### src/source/lsu_pkg.sv
package lsu_pkg;

    localparam int DATA_W          = 64;
    localparam int ADDR_W          = 32;
    localparam int RAM_WORDS       = 256;
    localparam int RAM_WAIT_CYCLES = 2;

    // Derived widths for the memory model
    localparam int RAM_IDX_W  = $clog2(RAM_WORDS);
    localparam int WAIT_CNT_W = $clog2(RAM_WAIT_CYCLES + 1);

    // Low two bits give the width
    // Bit 2 marks the unsigned forms and LD
    typedef enum logic [2:0] {
        LOAD_NONE = 3'd0,
        LOAD_LB   = 3'd1,
        LOAD_LH   = 3'd2,
        LOAD_LW   = 3'd3,
        LOAD_LD   = 3'd4,
        LOAD_LBU  = 3'd5,
        LOAD_LHU  = 3'd6,
        LOAD_LWU  = 3'd7
    } load_op_e;

    // Bit 2 enables the store
    typedef enum logic [2:0] {
        STORE_NONE = 3'd0,
        STORE_SB   = 3'd4,
        STORE_SH   = 3'd5,
        STORE_SW   = 3'd6,
        STORE_SD   = 3'd7
    } store_op_e;

    typedef enum logic [1:0] {
        SIZE_B = 2'd0,
        SIZE_H = 2'd1,
        SIZE_W = 2'd2,
        SIZE_D = 2'd3
    } size_e;

    typedef enum logic {
        REQ_READ  = 1'b0,
        REQ_WRITE = 1'b1
    } req_e;

    typedef struct packed {
        size_e size;
        logic  load_signed;
        logic  is_load;
        logic  is_store;
    } lsu_op_t;

    typedef struct packed {
        logic [ADDR_W-1:0] addr;
        logic [DATA_W-1:0] wdata;
        size_e             size;
        req_e              req;
    } bus_req_t;

    // Bit mask covering the low bytes of one access
    function automatic logic [DATA_W-1:0] size_bit_mask(input size_e size);
        logic [DATA_W-1:0] mask;
        case (size)
            SIZE_B:  mask = 64'h0000_0000_0000_00ff;
            SIZE_H:  mask = 64'h0000_0000_0000_ffff;
            SIZE_W:  mask = 64'h0000_0000_ffff_ffff;
            default: mask = '1;
        endcase
        return mask;
    endfunction

endpackage

### src/source/lsu_load_extend.sv
module lsu_load_extend (
    input  logic [lsu_pkg::DATA_W-1:0] rdata_i,
    input  lsu_pkg::lsu_op_t           op_i,
    output logic [lsu_pkg::DATA_W-1:0] rdata_o
);
    import lsu_pkg::*;

    logic [DATA_W-1:0] width_mask;
    logic              top_bit;
    logic              fill;

    assign width_mask = size_bit_mask(op_i.size);

    // Top bit of the loaded width
    always_comb begin
        case (op_i.size)
            SIZE_B:  top_bit = rdata_i[7];
            SIZE_H:  top_bit = rdata_i[15];
            SIZE_W:  top_bit = rdata_i[31];
            default: top_bit = rdata_i[63];
        endcase
    end

    assign fill = op_i.is_load & op_i.load_signed & top_bit;

    // Memory already returns zero above the width, so unsigned passes through
    always_comb begin
        if (fill) begin
            rdata_o = rdata_i | ~width_mask;
        end else begin
            rdata_o = rdata_i;
        end
    end

endmodule

### config.mk
export PLATFORM = sky130hd
export DESIGN_NAME = lsu_load_extend
export DESIGN_NICKNAME = d
export VERILOG_FILES = /design/src/source/lsu_pkg.sv /design/src/source/lsu_load_extend.sv
export SDC_FILE = /design/constraint.sdc
export NUM_CORES = 1
export LEC_CHECK = 0
export BUFFER_PORTS_ARGS = -buffer_cell sky130_fd_sc_hd__clkbuf_2
export CAP_MARGIN = 20
export CELL_PAD_IN_SITES_DETAIL_PLACEMENT = 1
export CELL_PAD_IN_SITES_GLOBAL_PLACEMENT = 1
export CORE_ASPECT_RATIO = 2
export CORE_UTILIZATION = 12
export DETAILED_ROUTE_END_ITERATION = 10
export PLACE_DENSITY = 0.83
export SYNTH_ARGS = -nofsm -noshare
export SYNTH_HDL_FRONTEND = slang
export SYNTH_SLANG_ARGS = --single-unit
### constraint.sdc
create_clock -name vclk -period 1
set_input_delay 0.05 -clock vclk [all_inputs]
set_output_delay 0.05 -clock vclk [all_outputs]
set_load 0.03 [all_outputs]
==> out/results.env <==
INITIAL_UTILIZATION_PCT=12.4
CP_TOP_FAMILY='buffers and inverters'
HPWL_MM=2.47
NETLIST.TOP_CELL.BY_AREA='sky130_fd_sc_hd__o21bai_1'
FMAX_MHz=865
ANTENNA_CELLS_INSERTED=0
NUMBER_OF_CELLS_IN_THE_FINISHED_LAYOUT_APART_FROM_FILLERS=253
GLOBALROUTE.TOTALOVERFLOW=0
PLACED_CELLS_INCL_TAPS=247
CRITICAL_PATH_TYPE='input pin to primary output'
HOLD_PATH_DEPTH=0
FF_LATCH_AREA_SQ_UM=0
CELL_LEAKAGE_POWER_uW=0.000867
VIAS=1055
SETUP_TNS_NS=-3.62
PIN_COUNT_OF_THE_BIGGEST_NET_ENTERING_GLOBAL_ROUTING=17
FLOPS_AND_LATCHES=0
CPPEAKSTAGEDELAY_NS=0.24
DETAIL_ROUTE.FIRST_PASS.ITERATIONS=2
WORST-SLEW-PIN-TRANSITION_NS=0.232
DRT_DRC_VIOLATIONS_LEFT=0
REGISTER_AREA_SHARE_AFTER_SYNTHESIS_PCT=0
POST-ROUTE-CELL-AREA_SQ_UM=1620
ROUTE.DETAILED.VIAS_PER_INST=4.17
ANTENNA_FOUND_INITIAL=0
AREA.GROWTH.SYNTH_TO_FINAL_PCT=187
YOSYS_WARNINGS=0
GP_CONGESTION=0.661
CRIT_CHAIN='clkbuf_16 > nand2b_1 > a21o_4 > buf_4 > o21bai_1 > buf_4'
FINAL.MIN_CLOCK_PERIOD_NS=1.16
TIMING.FINAL.SETUP_VIOLATIONS=48
GRT_PASS1_WL_MM=4.27
ENDPOINT_TYPE_OF_THE_WORST_SETUP_PATH='primary output'
AVGROUTEDWIREPERCELL_UM=13.0
COREAREA_SQ_UM=4550
DIE_AREA_SQ_UM=5000
NCLKBUFFERS=0
REQUIRED_NS=0.95
TIMING.FINAL.HOLD_VIOLATIONS=0
FINAL_LAYOUT_SIZE_SUFFIX_GT1_SHARE_PCT=82.8
DETAILEDROUTE.FIRSTITERATIONVIOLATIONS=6
RSZ0062_AT_GRT='yes'
SYNTH.TOP_CELLS.BY_AREA='sky130_fd_sc_hd__o21bai_1, sky130_fd_sc_hd__or2_2, sky130_fd_sc_hd__buf_4, sky130_fd_sc_hd__buf_6, sky130_fd_sc_hd__a211oi_2'
POSTSYNTHCELLCOUNT=80
FIRST_GLOBAL_VIAS=945
YOSYSMOSTFREQUENTCELL='sky130_fd_sc_hd__o21bai_1'
SYNTH_TOP_AREA_SHARE_PCT=42.6
LAYOUT_SETUP_WS_NS=-0.156
CRITPATHLAUNCHTYPE='input pin'
CRITICAL_PATH.MAX_FANOUT=8
PATH_COMMON_CELL='sky130_fd_sc_hd__buf_4'
DETAIL-ROUTE-ANTENNA-NETS=0
DRV_CAP=0
SYNTH.NET_COUNT=149
PLACED_AREA_SQ_UM=1210
HOLD_BUFS_INSERTED_AFTER_CTS=0
YS_TYPES=12
VIOLATED_CHECKS='setup timing'
CRITPATHSLOWESTCELL='sky130_fd_sc_hd__a21o_4'
TIMING.CRITICAL_PATH.ARRIVAL_NS=1.11
LAYOUT_WORST_PATH_CYCLE_SHARE_PCT=116
IOPINCOUNT=133
DIE_WIDTH_UM=50.5
HOLDCRITPATHCLASS='input pin to primary output'
IR_DROP_uV=225
DRT_WL_TOTAL_MM=3.29
HOLD_SLACK_NS=0.100
SYNTH.AVG_CELL_AREA_SQ_UM=7.05
OVERALL_ROUTING_RESOURCE_USAGE_PCT=10.7
FIN_NETS=269
PLACEMENTROWS=35
MAXSLEWHEADROOM_PCT=84.5
COUNT_OF_PORT_BUFFERS_ADDED_DURING_PLACEMENT=118
TIMING.CRITICAL_PATH.DEPTH=6
SYNTH_COMMONEST_CELLS='sky130_fd_sc_hd__o21bai_1, sky130_fd_sc_hd__or2_2, sky130_fd_sc_hd__buf_4, sky130_fd_sc_hd__buf_6, sky130_fd_sc_hd__clkbuf_1'
RESULT_OF_THE_RUN='complete, but fails checks'
CRITICAL_PATH.N_BUFFERS_INVERTERS=3
POST_SYNTH_INSTANCE_AREA_SQ_UM=564
VERT_DIE_DIM_UM=99.0
POWERDENSITY_nW_PER_UM2=632
SLEW_VIOL_FINAL=0
[what timing repair did]
| item | 4_1_cts | 5_1_grt |
|---|---|---|
| setup endpoints to repair | 56 | 56 |
| resized for setup | 59 | 108 |
| cloned | 1 | 1 |
| pin swaps | 9 | 19 |
| buffers inserted | 4 | 1 |
| endpoints found under the hold margin | 0 | 0 |
[layout by cell type, fill, tap and decap left out]
master                      instances
sky130_fd_sc_hd__clkbuf_2          61
sky130_fd_sc_hd__buf_4             37
sky130_fd_sc_hd__o21bai_1          32
sky130_fd_sc_hd__buf_6             28
sky130_fd_sc_hd__or2_2             18
sky130_fd_sc_hd__or2_4              6
sky130_fd_sc_hd__buf_12             3
sky130_fd_sc_hd__a211oi_4           2
sky130_fd_sc_hd__clkbuf_16          2
sky130_fd_sc_hd__nand2b_1           1
sky130_fd_sc_hd__nand2_2            1
sky130_fd_sc_hd__a21o_4             1
sky130_fd_sc_hd__nor2b_2            1
sky130_fd_sc_hd__nand2b_4           1
sky130_fd_sc_hd__nand2_1            1
sky130_fd_sc_hd__nor3_4             1
sky130_fd_sc_hd__buf_8              1
sky130_fd_sc_hd__clkbuf_8           1
[final cells by class]
class,instances,area (sq um)
timing repair buffer,133,1040
fill,525,2930
multi-input combinational,65,515
tap,55,68.8
[final timing paths]
check                         end       start  slack [ns]
worst max-delay path  rdata_o[58]     op_i[4]       -0.16
worst min-delay path   rdata_o[4]  rdata_i[4]        0.10
[where the power goes]
part	internal (uW)	switching, uW
combinational	485	539
sequential	0	0
clock	0	0
[layer usage]
| metal | GRT usage, % | routed length, um |
|---|---|---|
| met4 | 2.14 | 58 |
| met1 | 8.29 | 964 |
| met3 | 2.16 | 363 |
| met2 | 24.0 | 1910 |
| met5 | 0 | 0 |
[cells by family after synthesis]
family                 after synthesis  share of synthesized area (%)
and+or+nand+nor                     30                           32.2
buffers and inverters               15                           19.5
AOI/OAI and AO/OA                   35                           48.3
[through the flow]
step                setup slack (ns)  util (%)  total power, uW
floorplan                     -0.130         -              559
CTS                           -0.156      32.0              936
finish                        -0.156      35.6             1020
detailed placement            -0.394      26.6              811
global placement              -0.306      26.6              799
global route                  -0.181      35.6             1080
Power figures use the tool's default switching activity.
