[src/source/lsu_pkg.sv]
package lsu_pkg;

    localparam int DATA_W          = 64;
    localparam int ADDR_W          = 32;
    localparam int RAM_WORDS       = 256;
    localparam int RAM_WAIT_CYCLES = 2;

    // Derived widths for the memory model
    localparam int RAM_IDX_W  = $clog2(RAM_WORDS);
    localparam int WAIT_CNT_W = $clog2(RAM_WAIT_CYCLES + 1);

    // Low two bits give the width
    // Bit 2 marks the unsigned forms and LD
    typedef enum logic [2:0] {
        LOAD_NONE = 3'd0,
        LOAD_LB   = 3'd1,
        LOAD_LH   = 3'd2,
        LOAD_LW   = 3'd3,
        LOAD_LD   = 3'd4,
        LOAD_LBU  = 3'd5,
        LOAD_LHU  = 3'd6,
        LOAD_LWU  = 3'd7
    } load_op_e;

    // Bit 2 enables the store
    typedef enum logic [2:0] {
        STORE_NONE = 3'd0,
        STORE_SB   = 3'd4,
        STORE_SH   = 3'd5,
        STORE_SW   = 3'd6,
        STORE_SD   = 3'd7
    } store_op_e;

    typedef enum logic [1:0] {
        SIZE_B = 2'd0,
        SIZE_H = 2'd1,
        SIZE_W = 2'd2,
        SIZE_D = 2'd3
    } size_e;

    typedef enum logic {
        REQ_READ  = 1'b0,
        REQ_WRITE = 1'b1
    } req_e;

    typedef struct packed {
        size_e size;
        logic  load_signed;
        logic  is_load;
        logic  is_store;
    } lsu_op_t;

    typedef struct packed {
        logic [ADDR_W-1:0] addr;
        logic [DATA_W-1:0] wdata;
        size_e             size;
        req_e              req;
    } bus_req_t;

    // Bit mask covering the low bytes of one access
    function automatic logic [DATA_W-1:0] size_bit_mask(input size_e size);
        logic [DATA_W-1:0] mask;
        case (size)
            SIZE_B:  mask = 64'h0000_0000_0000_00ff;
            SIZE_H:  mask = 64'h0000_0000_0000_ffff;
            SIZE_W:  mask = 64'h0000_0000_ffff_ffff;
            default: mask = '1;
        endcase
        return mask;
    endfunction

endpackage

[src/source/lsu_bus_ctrl.sv]
module lsu_bus_ctrl (
    input  logic                         clk,
    input  logic                         rst,
    input  logic                         intp_en_i,
    input  logic                         inst_valid_i,
    input  logic                         mem_read_i,
    input  logic                         mem_write_i,
    input  logic [lsu_pkg::ADDR_W-1:0]   addr_i,
    input  logic [lsu_pkg::DATA_W-1:0]   wdata_i,
    input  lsu_pkg::lsu_op_t             op_i,
    input  logic                         bus_ready_i,
    input  logic [lsu_pkg::DATA_W-1:0]   bus_rdata_i,
    output logic                         bus_valid_o,
    output lsu_pkg::bus_req_t            bus_req_o,
    output logic [lsu_pkg::DATA_W-1:0]   rdata_o,
    output logic                         access_ok_o
);
    import lsu_pkg::*;

    logic              finished;
    logic              handshake;
    logic [5:0]        lane_shift;
    logic [DATA_W-1:0] read_data_r;

    // No new request once this instruction has completed
    assign bus_valid_o = (mem_read_i | mem_write_i) & ~finished & ~intp_en_i;
    assign handshake   = bus_valid_o & bus_ready_i;

    assign lane_shift = {addr_i[2:0], 3'b000};

    always_comb begin
        bus_req_o.addr  = addr_i;
        bus_req_o.wdata = wdata_i << lane_shift;
        bus_req_o.size  = op_i.size;
        if (mem_write_i && op_i.is_store) begin
            bus_req_o.req = REQ_WRITE;
        end else begin
            bus_req_o.req = REQ_READ;
        end
    end

    always_ff @(posedge clk) begin
        if (rst || inst_valid_i) begin
            finished <= 1'b0;
        end else if (handshake) begin
            finished <= 1'b1;
        end
    end

    always_ff @(posedge clk) begin
        if (rst) begin
            read_data_r <= '0;
        end else if (handshake && mem_read_i) begin
            read_data_r <= bus_rdata_i;
        end
    end

    // Interrupt reports completion without touching memory
    assign access_ok_o = finished | intp_en_i;
    assign rdata_o     = read_data_r;

endmodule

[config.mk]
export PLATFORM = sky130hd
export DESIGN_NAME = lsu_bus_ctrl
export DESIGN_NICKNAME = d
export VERILOG_FILES = /design/src/source/lsu_pkg.sv /design/src/source/lsu_bus_ctrl.sv
export SDC_FILE = /design/constraint.sdc
export NUM_CORES = 1
export LEC_CHECK = 0
export ABC_CLOCK_PERIOD_IN_PS = 2200
export BUFFER_PORTS_ARGS = -buffer_cell sky130_fd_sc_hd__buf_2
export CORE_AREA = 8 8 124 126
export CTS_BUF_LIST = sky130_fd_sc_hd__clkbuf_8
export DETAILED_ROUTE_END_ITERATION = 10
export DIE_AREA = 0 0 132 134
export PLACE_DENSITY = 0.68
export SYNTH_ARGS = -nofsm -noshare
export SYNTH_HDL_FRONTEND = slang
export SYNTH_SLANG_ARGS = --single-unit
[constraint.sdc]
create_clock -name clk -period 2.2 [get_ports clk]
set_input_delay 0.11 -clock clk [delete_from_list [all_inputs] [get_ports clk]]
set_output_delay 0.11 -clock clk [all_outputs]
set_load 0.1 [all_outputs]
==> results of run 1 <==
-- worst paths after layout --
| check | start | to | slack (ns) | cells past startpoint |
|---|---|---|---|---|
| worst max-delay path | addr_i[1] | bus_req_o[56] | 0.37 | 4 |
| worst min-delay path | bus_rdata_i[28] | rdata_o[28] | 0.02 | 3 |
| worst max register to register | finished | rdata_o[47] | 0.75 | 4 |
| worst min register to register | rdata_o[49] | rdata_o[49] | 0.45 | 2 |
-- flip-flops by register name, summed over array words and instances, names as in the netlist --
register and cells:
rdata_o 64, finished 1
-- logic make-up after synthesis --
| family | count (synthesis) | synth area share [%] |
|---|---|---|
| and+or+nand+nor | 198 | 19.8 |
| AOI/OAI and AO/OA | 137 | 19.5 |
| buffers and inverters | 83 | 12.4 |
| muxes | 72 | 18.7 |
| DFF | 65 | 29.7 |
-- cell usage in the layout, fill, tap and decap left out, drive strengths merged, types with 2 or more instances in the layout --
cell type    count
nor2            21
or2              2
nor2b           17
o21a             9
diode            2
buf            296
o221ai           8
bufinv           2
dlygate4sd3     58
mux2i           64
o22a             8
a221oi           8
a21oi           64
clkbuf          10
o21ai           24
mux4             8
nand2          136
nand2b           2
nand3b           8
dfxtp           65
and2             9
clkinv           2
a2bb2oi          8
a211oi           8
-- power groups by stage --
stage / combinational [uW] / clock (uW) / sequential (uW)
2_1_floorplan: 1450 / 0 / 1540
3_3_place_gp: 1990 / 0 / 1260
3_5_place_dp: 1990 / 0 / 1260
4_1_cts: 2080 / 1180 / 1230
5_1_grt: 2160 / 1240 / 1240
6_report: 2080 / 1160 / 1230
-- cells in the mapped netlist (all sizes together) (9+ instances only) --
cell type	n	area, sq um
mux2i	64	641
nand2	136	510
clkbuf	19	71.3
buf	64	470
o21ai	24	120
dfxtp	65	1300
a21oi	64	320
nor2	21	81.3
o21a	9	67.6
and2	9	56.3
nor2b	17	106
-- per-stage QoR --
step	area, sq um	setup TNS [ns]	cells
after floorplan	4460	-2.95	555
after global placement	6060	0	948
after detailed placement	6060	0	948
final	6870	0	1024
after CTS	6870	0	1022
after global routing	6870	0	1023
-- repair_timing --
| item | CTS | global route |
|---|---|---|
| hold endpoints to repair | 58 | 0 |
| hold buffers | 58 | 0 |
| buffers inserted | 0 | 0 |
-- area by class of cell --
| class | instances | area share [%] |
|---|---|---|
| Tap cell | 180 | 3.28 |
| Timing Repair Buffer | 354 | 36.1 |
| Multi-Input combinational cell | 407 | 38.3 |
| Sequential cell | 65 | 18.9 |
| Clock buffer | 10 | 2.00 |
| Clock inverter | 6 | 1.31 |
| Antenna cell | 2 | 0.0728 |
-- worst max-delay path, delay by kind of cell --
| kind | cells | cell delay, ns |
|---|---|---|
| simple gates | 1 | 0.87 |
| buf+inv | 2 | 0.46 |
| compound gates | 1 | 0.26 |
-- routing by layer --
layer	global-route usage [%]	vias up
li1	-	2461
met1	19.5	2344
met2	31.9	259
met3	8.38	66
met4	9.89	0
met5	0	-
==> impl_metrics.py, run 1 <==
metrics = {
    "critical_path": {
        "cp.arrival_ns": 1.72,
        "cp_max_fo": 18,
        "endpoint_kind": "primary output",
        "timing_worst_setup_path_type": "input port to primary output",
        "worst_setup_path_start_kind": "input port",
        "slowest_stage": "nor2_1",
        "required_ns": 2.09,
        "max_stage_delay_ns": 0.87,
        "cp_cell_sequence": "buf_2, nor2_1, a221oi_2, buf_12",
    },
    "sta": {
        "timing.hold.ws_ns": 0.0177,
        "rsz0062_at_grt": "false",
        "fin_skew_ns": 0.0144,
        "relSlewSlack_pct": 27.7,
        "worst_pin_slew_ns": 1.08,
        "fmaxAchievable_ghz": 0.548,
        "period_share_pct": 83.0,
        "setup_viol": 0,
        "hold_viol": 0,
        "setup_slack_ns": 0.374,
        "timing.final.crit_period_ns": 1.83,
        "finalMaxSlewViolations": 0,
    },
    "synthesis": {
        "async_reset_ff_share_pct": 0,
        "yosysWarnings": 0,
        "syn_area_sq_um": 4390,
        "syn_area_per_cell_sq_um": 7.90,
        "synth.yosys.seq_area_share_pct": 29.7,
        "synth_edf_count": 0,
        "synth-main-ff-cell": "dfxtp_1",
        "synthCells": 555,
        "synth_seq_cells": 65,
        "synth_nets": 727,
        "synth_cell_types": 31,
    },
    "route": {
        "drc": 0,
        "drt-total-wl_mm": 17.7,
        "met1_length_mm": 6.66,
        "drt_first_iter_violations": 194,
        "top_layer_used": "met4",
        "routed-wl-met2_mm": 8.46,
        "wl_per_cell_microns": 17.3,
        "met3_length_mm": 1.77,
        "vias": 5130,
        "ant_nets": 0,
        "viasPerCell": 5.01,
        "first_pass_iters": 4,
    },
    "placement": {
        "port_buffers": 272,
        "post-dp-hpwl_mm": 13.0,
        "pre_cts_ws_ns": 0.343,
        "finalWeightedCongestion": 0.849,
    },
    "power_and_ir_drop": {
        "p_leak_uw": 0.00322,
        "power.density_nw_per_um2": 652,
        "pwr-share-clk_pct": 26.0,
        "p_int_uw": 2480,
        "ir_worst_vdd_v": 0.000850,
        "switchingPower_uw": 2000,
        "combPwrFrac_pct": 46.5,
        "power.share.switching_pct": 44.7,
        "fin_total_pwr_uw": 4480,
        "seqPwrFrac_pct": 27.6,
    },
    "layout": {
        "seq_area_sq_um": 1300,
        "multi_input_area_sq_um": 2630,
        "drive_gt1_share_pct": 40.1,
        "fillers": 1216,
        "final_nets": 1009,
        "post-route-util_pct": 50.9,
        "area_growth_pct": 56.7,
    },
    "global_routing": {
        "track_usage_pct": 18.9,
        "grt_pass1_wl_mm": 27.4,
        "grt_max_degree": 42,
        "overflow": 0,
        "antenna_found_initial": 1,
        "grt_pass1_vias": 5178,
    },
    "outcome": {
        "status": "finished clean",
    },
    "cts": {
        "cts.clk_slew.worst_paths_ns": 0.07,
        "htreeDepth": 3,
        "clk_latency_ns": 0.35,
        "cts_buffers": 9,
        "cts-root-buf": "clkbuf_8",
        "cts_tree": "yes",
        "post_cts_resized": 0,
        "clock_sinks": 65,
        "clockBufferDepth": 2,
    },
    "floorplan": {
        "core_area_sq_um": 13500,
        "die-area_sq_um": 17700,
        "initial_core_util_pct": 32.5,
        "fp.dieH_microns": 134,
        "pin_count": 337,
        "num_rows": 43,
        "die_w_microns": 132,
    },
    "hold_path": {
        "hp-class": "input port to flop",
    },
    "job": {
        "maxCapViolCount": 0,
    },
}
Power figures use the tool's default switching activity.
==> inputs of run 2 (changes only) <==
ABC_AREA = 1   (was default)
ABC_CLOCK_PERIOD_IN_PS = 1800   (was 2200)
CORE_AREA = 8 8 126 128   (was 8 8 124 126)
DIE_AREA = 0 0 134 136   (was 0 0 132 134)
PLACE_DENSITY = 0.7   (was 0.68)
clock period = 1.8 ns   (was 2.2 ns; I/O delays follow)
==> run 2 against run 1 <==
Net effect:
- largest cell class is now buffers
- clock skew is 0.0069 ns lower
- via count is 24% higher
- sequential share of layout area is 3.0 points lower
- flip-flop and latch count stayed put
- critical path type is now flop to primary output
- clock power is 14% higher
- combinational power is 49% higher
==> impl_metrics.py, run 2 <==
metrics = {
    "global_routing": {
        "grt_pass1_wl_mm": 31.4,
        "grt_max_degree": 129,
        "grt_pass1_vias": 6033,
        "track_usage_pct": 21.4,
        "overflow": 0,
        "antenna_found_initial": 2,
    },
    "critical_path": {
        "timing_worst_setup_path_type": "flop to primary output",
        "crit_family": "buffers and inverters",
        "endpoint_kind": "primary output",
        "cp_max_fo": 2,
        "max_stage_delay_ns": 0.44,
        "cp.arrival_ns": 1.53,
        "slowest_stage": "buf_2",
        "cp_cell_sequence": "nor2_1, inv_1, a21oi_4, buf_2",
        "worst_setup_path_start_kind": "flop",
        "required_ns": 1.71,
        "cp_num_buf_inv": 2,
    },
    "synthesis": {
        "synth_edf_count": 0,
        "synth_nets": 1044,
        "synthCells": 872,
        "synth_common_cells": "nand2_1, nor2_1, inv_1, nand3_1, dfxtp_1",
        "synth_top_family_by_area": "simple AND/OR/NAND/NOR gates",
        "synth_xor_area_share_pct": 0,
        "yosys.area.top_type": "dfxtp_1",
        "async_reset_ff_share_pct": 0,
        "yosys.area_share.simple_pct": 45.1,
        "synth-main-ff-cell": "dfxtp_1",
        "synth_mux_area_share_pct": 0,
        "synth-adder-area-share_pct": 0,
        "synth_compound_area_share_pct": 8.73,
        "synth.yosys.seq_area_share_pct": 26.5,
        "yosysMostFrequentCell": "nand2_1",
        "synth_seq_cells": 65,
        "yosysWarnings": 0,
        "synth_cell_types": 21,
        "netlist_top_cells_area": "dfxtp_1, nand2_1, nor2_1",
        "syn_area_per_cell_sq_um": 5.64,
        "yosysTopAreaCellShare_pct": 26.5,
        "syn_area_sq_um": 4920,
    },
    "layout": {
        "area_growth_pct": 65.9,
        "final_nets": 1313,
        "fillers": 1263,
        "final_common_cell": "nand2_1",
        "multi_input_area_sq_um": 2830,
        "layout_common_cells": "nand2_1, buf_2, nor2_1, inv_1, buf_12",
        "drive_gt1_share_pct": 30.4,
        "seq_area_sq_um": 1300,
        "largest_register_ffs": 64,
    },
    "sta": {
        "relSlewSlack_pct": 65.0,
        "finalMaxSlewViolations": 0,
        "setup_slack_ns": 0.182,
        "hold_viol": 0,
        "worst_pin_slew_ns": 0.528,
        "timing.final.crit_period_ns": 1.62,
        "setup_viol": 0,
        "fin_skew_ns": 0.00754,
        "fmaxAchievable_ghz": 0.618,
        "rsz0062_at_grt": "false",
        "period_share_pct": 89.9,
    },
    "job": {
        "maxCapViolCount": 0,
    },
    "hold_path": {
        "hp-class": "input port to flop",
    },
    "route": {
        "drt-total-wl_mm": 20.3,
        "ant_nets": 0,
        "first_pass_iters": 5,
        "wl_per_cell_microns": 15.2,
        "drt_first_iter_violations": 452,
        "drc": 0,
        "vias": 6346,
        "viasPerCell": 4.76,
    },
    "placement": {
        "port_buffers": 272,
        "pre_cts_ws_ns": 0.308,
        "finalWeightedCongestion": 0.946,
        "post-dp-hpwl_mm": 14.2,
    },
    "floorplan": {
        "fp.dieH_microns": 136,
        "die-area_sq_um": 18200,
        "core_area_sq_um": 14000,
        "die_w_microns": 134,
        "num_rows": 44,
        "initial_core_util_pct": 35.0,
        "pin_count": 337,
    },
    "cts": {
        "cts.clk_slew.worst_paths_ns": 0.08,
        "cts.hold.buffers_added": 65,
        "clock_sinks": 65,
        "cts_tree": "yes",
        "cts_setup_buffers": 0,
        "cts_buffers": 9,
        "clockBufferDepth": 2,
        "post_cts_resized": 0,
        "cts-root-buf": "clkbuf_8",
        "clk_latency_ns": 0.34,
        "htreeDepth": 3,
    },
    "outcome": {
        "status": "finished clean",
    },
    "power_and_ir_drop": {
        "ir_worst_vdd_v": 0.000523,
        "power.density_nw_per_um2": 730,
        "p_leak_uw": 0.00442,
        "fin_total_pwr_uw": 5960,
    },
}
==> run 2: where the power goes <==
group / switching (uW) / total, uW / internal [uW] / leakage, uW
Combinational: 2150 / 3090 / 939 / 0.00379
Clock: 656 / 1320 / 666 / 0.000103
Sequential: 33.9 / 1540 / 1510 / 0.000530
==> run 2: through the flow <==
stage | area (sq um) | hold WS [ns] | setup TNS (ns) | util, % | cells
2_1_floorplan | 5090 | 0.225 | -0.0391 | - | 872
3_3_place_gp | 7290 | 0.181 | 0 | 51.9 | 1249
3_5_place_dp | 7290 | 0.181 | 0 | 51.9 | 1249
4_1_cts | 8140 | 0.000376 | 0 | 58.0 | 1330
5_1_grt | 8150 | 0.00557 | 0 | 58.0 | 1332
6_report | 8150 | 0.00892 | 0 | 58.1 | 1334
==> run 2: worst reg2reg max path, stage by stage, from the launching register on <==
cell     delay [ns]
dfxtp_1        0.34
nor2_1         0.08
nand4_1        0.16
buf_12         0.43
nand2_1        0.20
nand2_1        0.11
nor2_1         0.05
==> run 2: routing by layer <==
metal | routed length, microns | global-route usage, %
met5 | 0 | 0
met3 | 1450 | 6.17
met4 | 997 | 11.7
met1 | 7680 | 23.2
met2 | 10100 | 37.0
==> run 2: kinds of logic (layout without fill, tap and decap cells) <==
kind of cell,count (synthesis),count (layout)
flip-flops,65,65
other,0,4
AND/OR/NAND/NOR,552,552
AO/OA/AOI/OAI,64,64
buffers and inverters,191,465
==> run 2: final timing paths <==
path,startpoint,to,slack [ns],cells after the start
setup / recovery,finished,bus_valid_o,0.18,4
hold / removal,bus_rdata_i[28],rdata_o[28],0.009,3
setup reg to reg,finished,rdata_o[42],0.35,6
hold reg to reg,finished,finished,0.46,2
==> run 2: final cells by class <==
cell class / instances / share of cell area [%]
multi-input cells: 616 / 34.6
flip-flops and latches: 65 / 16.0
diodes: 4 / 0.123
clock buffers: 9 / 1.52
clock inverters: 7 / 1.03
inverters: 97 / 4.47
repair buffers: 352 / 39.4
well taps: 184 / 2.82
==> inputs of run 3 (changes only) <==
CELL_PAD_IN_SITES_DETAIL_PLACEMENT = 1   (was default)
CELL_PAD_IN_SITES_GLOBAL_PLACEMENT = 2   (was default)
CORE_AREA = default   (was 8 8 126 128)
CORE_MARGIN = 8   (was default)
CORE_UTILIZATION = 19   (was default)
CTS_CLUSTER_DIAMETER = 150   (was default)
DIE_AREA = default   (was 0 0 134 136)
PLACE_DENSITY = default   (was 0.7)
PLACE_DENSITY_LB_ADDON = 0.1   (was default)
==> run 3 against run 2 <==
Net effect:
- final cell count increased by 12%
- register-to-register slack gained 0.07 ns
- final area is 3.0% higher
- non-clock buffer count is 6 higher
- power rose by 1.6%
- clock power is 7% higher
- via count down 3.1%
- sequential power barely moved
- critical path type unchanged
==> impl_metrics.py, run 3 (same netlist as run 2, synthesis figures left out) <==
metrics = {
    "outcome": {
        "status": "finished clean",
    },
    "route": {
        "viasPerCell": 4.13,
        "wl_per_cell_microns": 15.1,
        "drc": 0,
        "drt-total-wl_mm": 22.5,
        "ant_nets": 0,
        "vias": 6149,
        "drt_first_iter_violations": 241,
        "first_pass_iters": 4,
    },
    "layout": {
        "largest_register_ffs": 64,
        "post-route-util_pct": 32.6,
        "final_common_cell": "nand2_1",
        "area_growth_pct": 70.8,
        "final_cells": 1488,
        "layout_common_cells": "nand2_1, buf_2, nor2_1, inv_1, buf_12",
        "drive_gt1_share_pct": 30.5,
        "final_nets": 1319,
    },
    "global_routing": {
        "antenna_found_initial": 0,
        "grt_max_degree": 77,
        "grt_pass1_wl_mm": 35.6,
        "overflow": 0,
        "grt_pass1_vias": 6528,
        "track_usage_pct": 14.2,
    },
    "floorplan": {
        "num_rows": 59,
        "die_w_microns": 177,
        "initial_core_util_pct": 19.1,
        "die-area_sq_um": 31300,
        "pin_count": 337,
        "core_area_sq_um": 25800,
        "fp.dieH_microns": 177,
    },
    "cts": {
        "cts.clk_slew.worst_paths_ns": 0.09,
        "clock_sinks": 65,
        "cts_setup_buffers": 0,
        "post_cts_resized": 0,
        "cts.hold.buffers_added": 67,
        "cts_buffers": 9,
        "htreeDepth": 3,
        "clk_latency_ns": 0.35,
        "cts-root-buf": "clkbuf_8",
        "clockBufferDepth": 2,
        "cts_tree": "yes",
    },
    "critical_path": {
        "endpoint_kind": "primary output",
        "critPathLaunch": "finished",
        "crit-reg2reg-launch": "finished",
        "timing_worst_setup_path_type": "flop to primary output",
        "worst_setup_path_start_kind": "flop",
        "cp.arrival_ns": 1.47,
        "required_ns": 1.71,
        "cp_max_fo": 2,
    },
    "power_and_ir_drop": {
        "combPwrFrac_pct": 51.3,
        "pwr-share-clk_pct": 23.3,
        "p_int_uw": 3230,
        "switchingPower_uw": 2820,
        "power.density_nw_per_um2": 721,
        "seqPwrFrac_pct": 25.4,
        "power.share.switching_pct": 46.6,
        "ir_worst_vdd_v": 0.000376,
        "p_leak_uw": 0.00446,
    },
    "placement": {
        "finalWeightedCongestion": 0.752,
        "post-dp-hpwl_mm": 17.3,
        "port_buffers": 272,
        "placed_cells": 1404,
    },
    "sta": {
        "fmaxAchievable_ghz": 0.641,
        "rsz0062_at_grt": "false",
        "setup_viol": 0,
        "period_share_pct": 86.7,
        "fin_skew_ns": 0.0159,
        "relSlewSlack_pct": 58.0,
        "timing.final.crit_period_ns": 1.56,
        "finalMaxSlewViolations": 0,
        "worst_pin_slew_ns": 0.623,
        "hold_viol": 0,
    },
    "hold_path": {
        "hp-class": "input port to flop",
        "min_from": "mem_write_i",
    },
    "job": {
        "maxCapViolCount": 0,
    },
}
run 3: cell count changes in the layout (fill, tap and decap cells not counted), moves of 2 or more:
cell | previous run | this run
inv_6 | 3 | 1
dlygate4sd3_1 | 65 | 67
diode_2 | 4 | 1
buf_4 | 7 | 11
run 3: cell type report:
cell class / instances / area (sq um)
clock buffers: 9 / 124
repair buffers: 358 / 3270
flip-flops and latches: 65 / 1300
well taps: 335 / 419
inverters: 97 / 364
clock inverters: 7 / 95.1
fillers: 3245 / 17400
diodes: 1 / 2.50
multi-input cells: 616 / 2830
run 3: worst max-delay path, cell delays in order, from the launching register on:
cell and delay (ns):
dfxtp_1 0.32, nor2_1 0.14, inv_1 0.10, a21oi_4 0.12, buf_2 0.44
run 3: through the flow:
step	cell area (sq um)	hold slack (ns)	worst slack, ns	TNS (ns)	total power [uW]
5_1_grt	8390	0.148	0.138	0	6390
6_report	8400	0.149	0.240	0	6050
3_3_place_gp	7500	0.181	0.375	0	4590
2_1_floorplan	5090	0.225	-0.0391	-0.0391	3930
4_1_cts	8390	0.115	0.204	0	6180
3_5_place_dp	7500	0.181	0.357	0	4600
run 3: power by group through the flow:
stage                     sequential [uW]  clock (uW)  combinational, uW
final                                1540        1410               3110
after global routing                 1550        1550               3300
after CTS                            1540        1490               3150
after detailed placement             1570           0               3030
after global placement               1570           0               3030
after floorplan                      2070           0               1860
run 3: path summary, 6_finish.rpt:
path,to,slack (ns),depth (start not counted)
setup / recovery,bus_valid_o,0.24,4
hold reg to reg,finished,0.46,2
setup reg to reg,rdata_o[24],0.42,5
hold / removal,finished,0.15,5
run 3: metal layers:
layer	global-route usage, %	part of all wire, %	vias to the layer above	wire, microns
met5	0	0	-	0
met4	3.64	2.1	0	467
met3	5.14	7.9	34	1780
met2	24.9	49	154	11100
met1	15.9	41	2766	9120
li1	-	-	3195	-
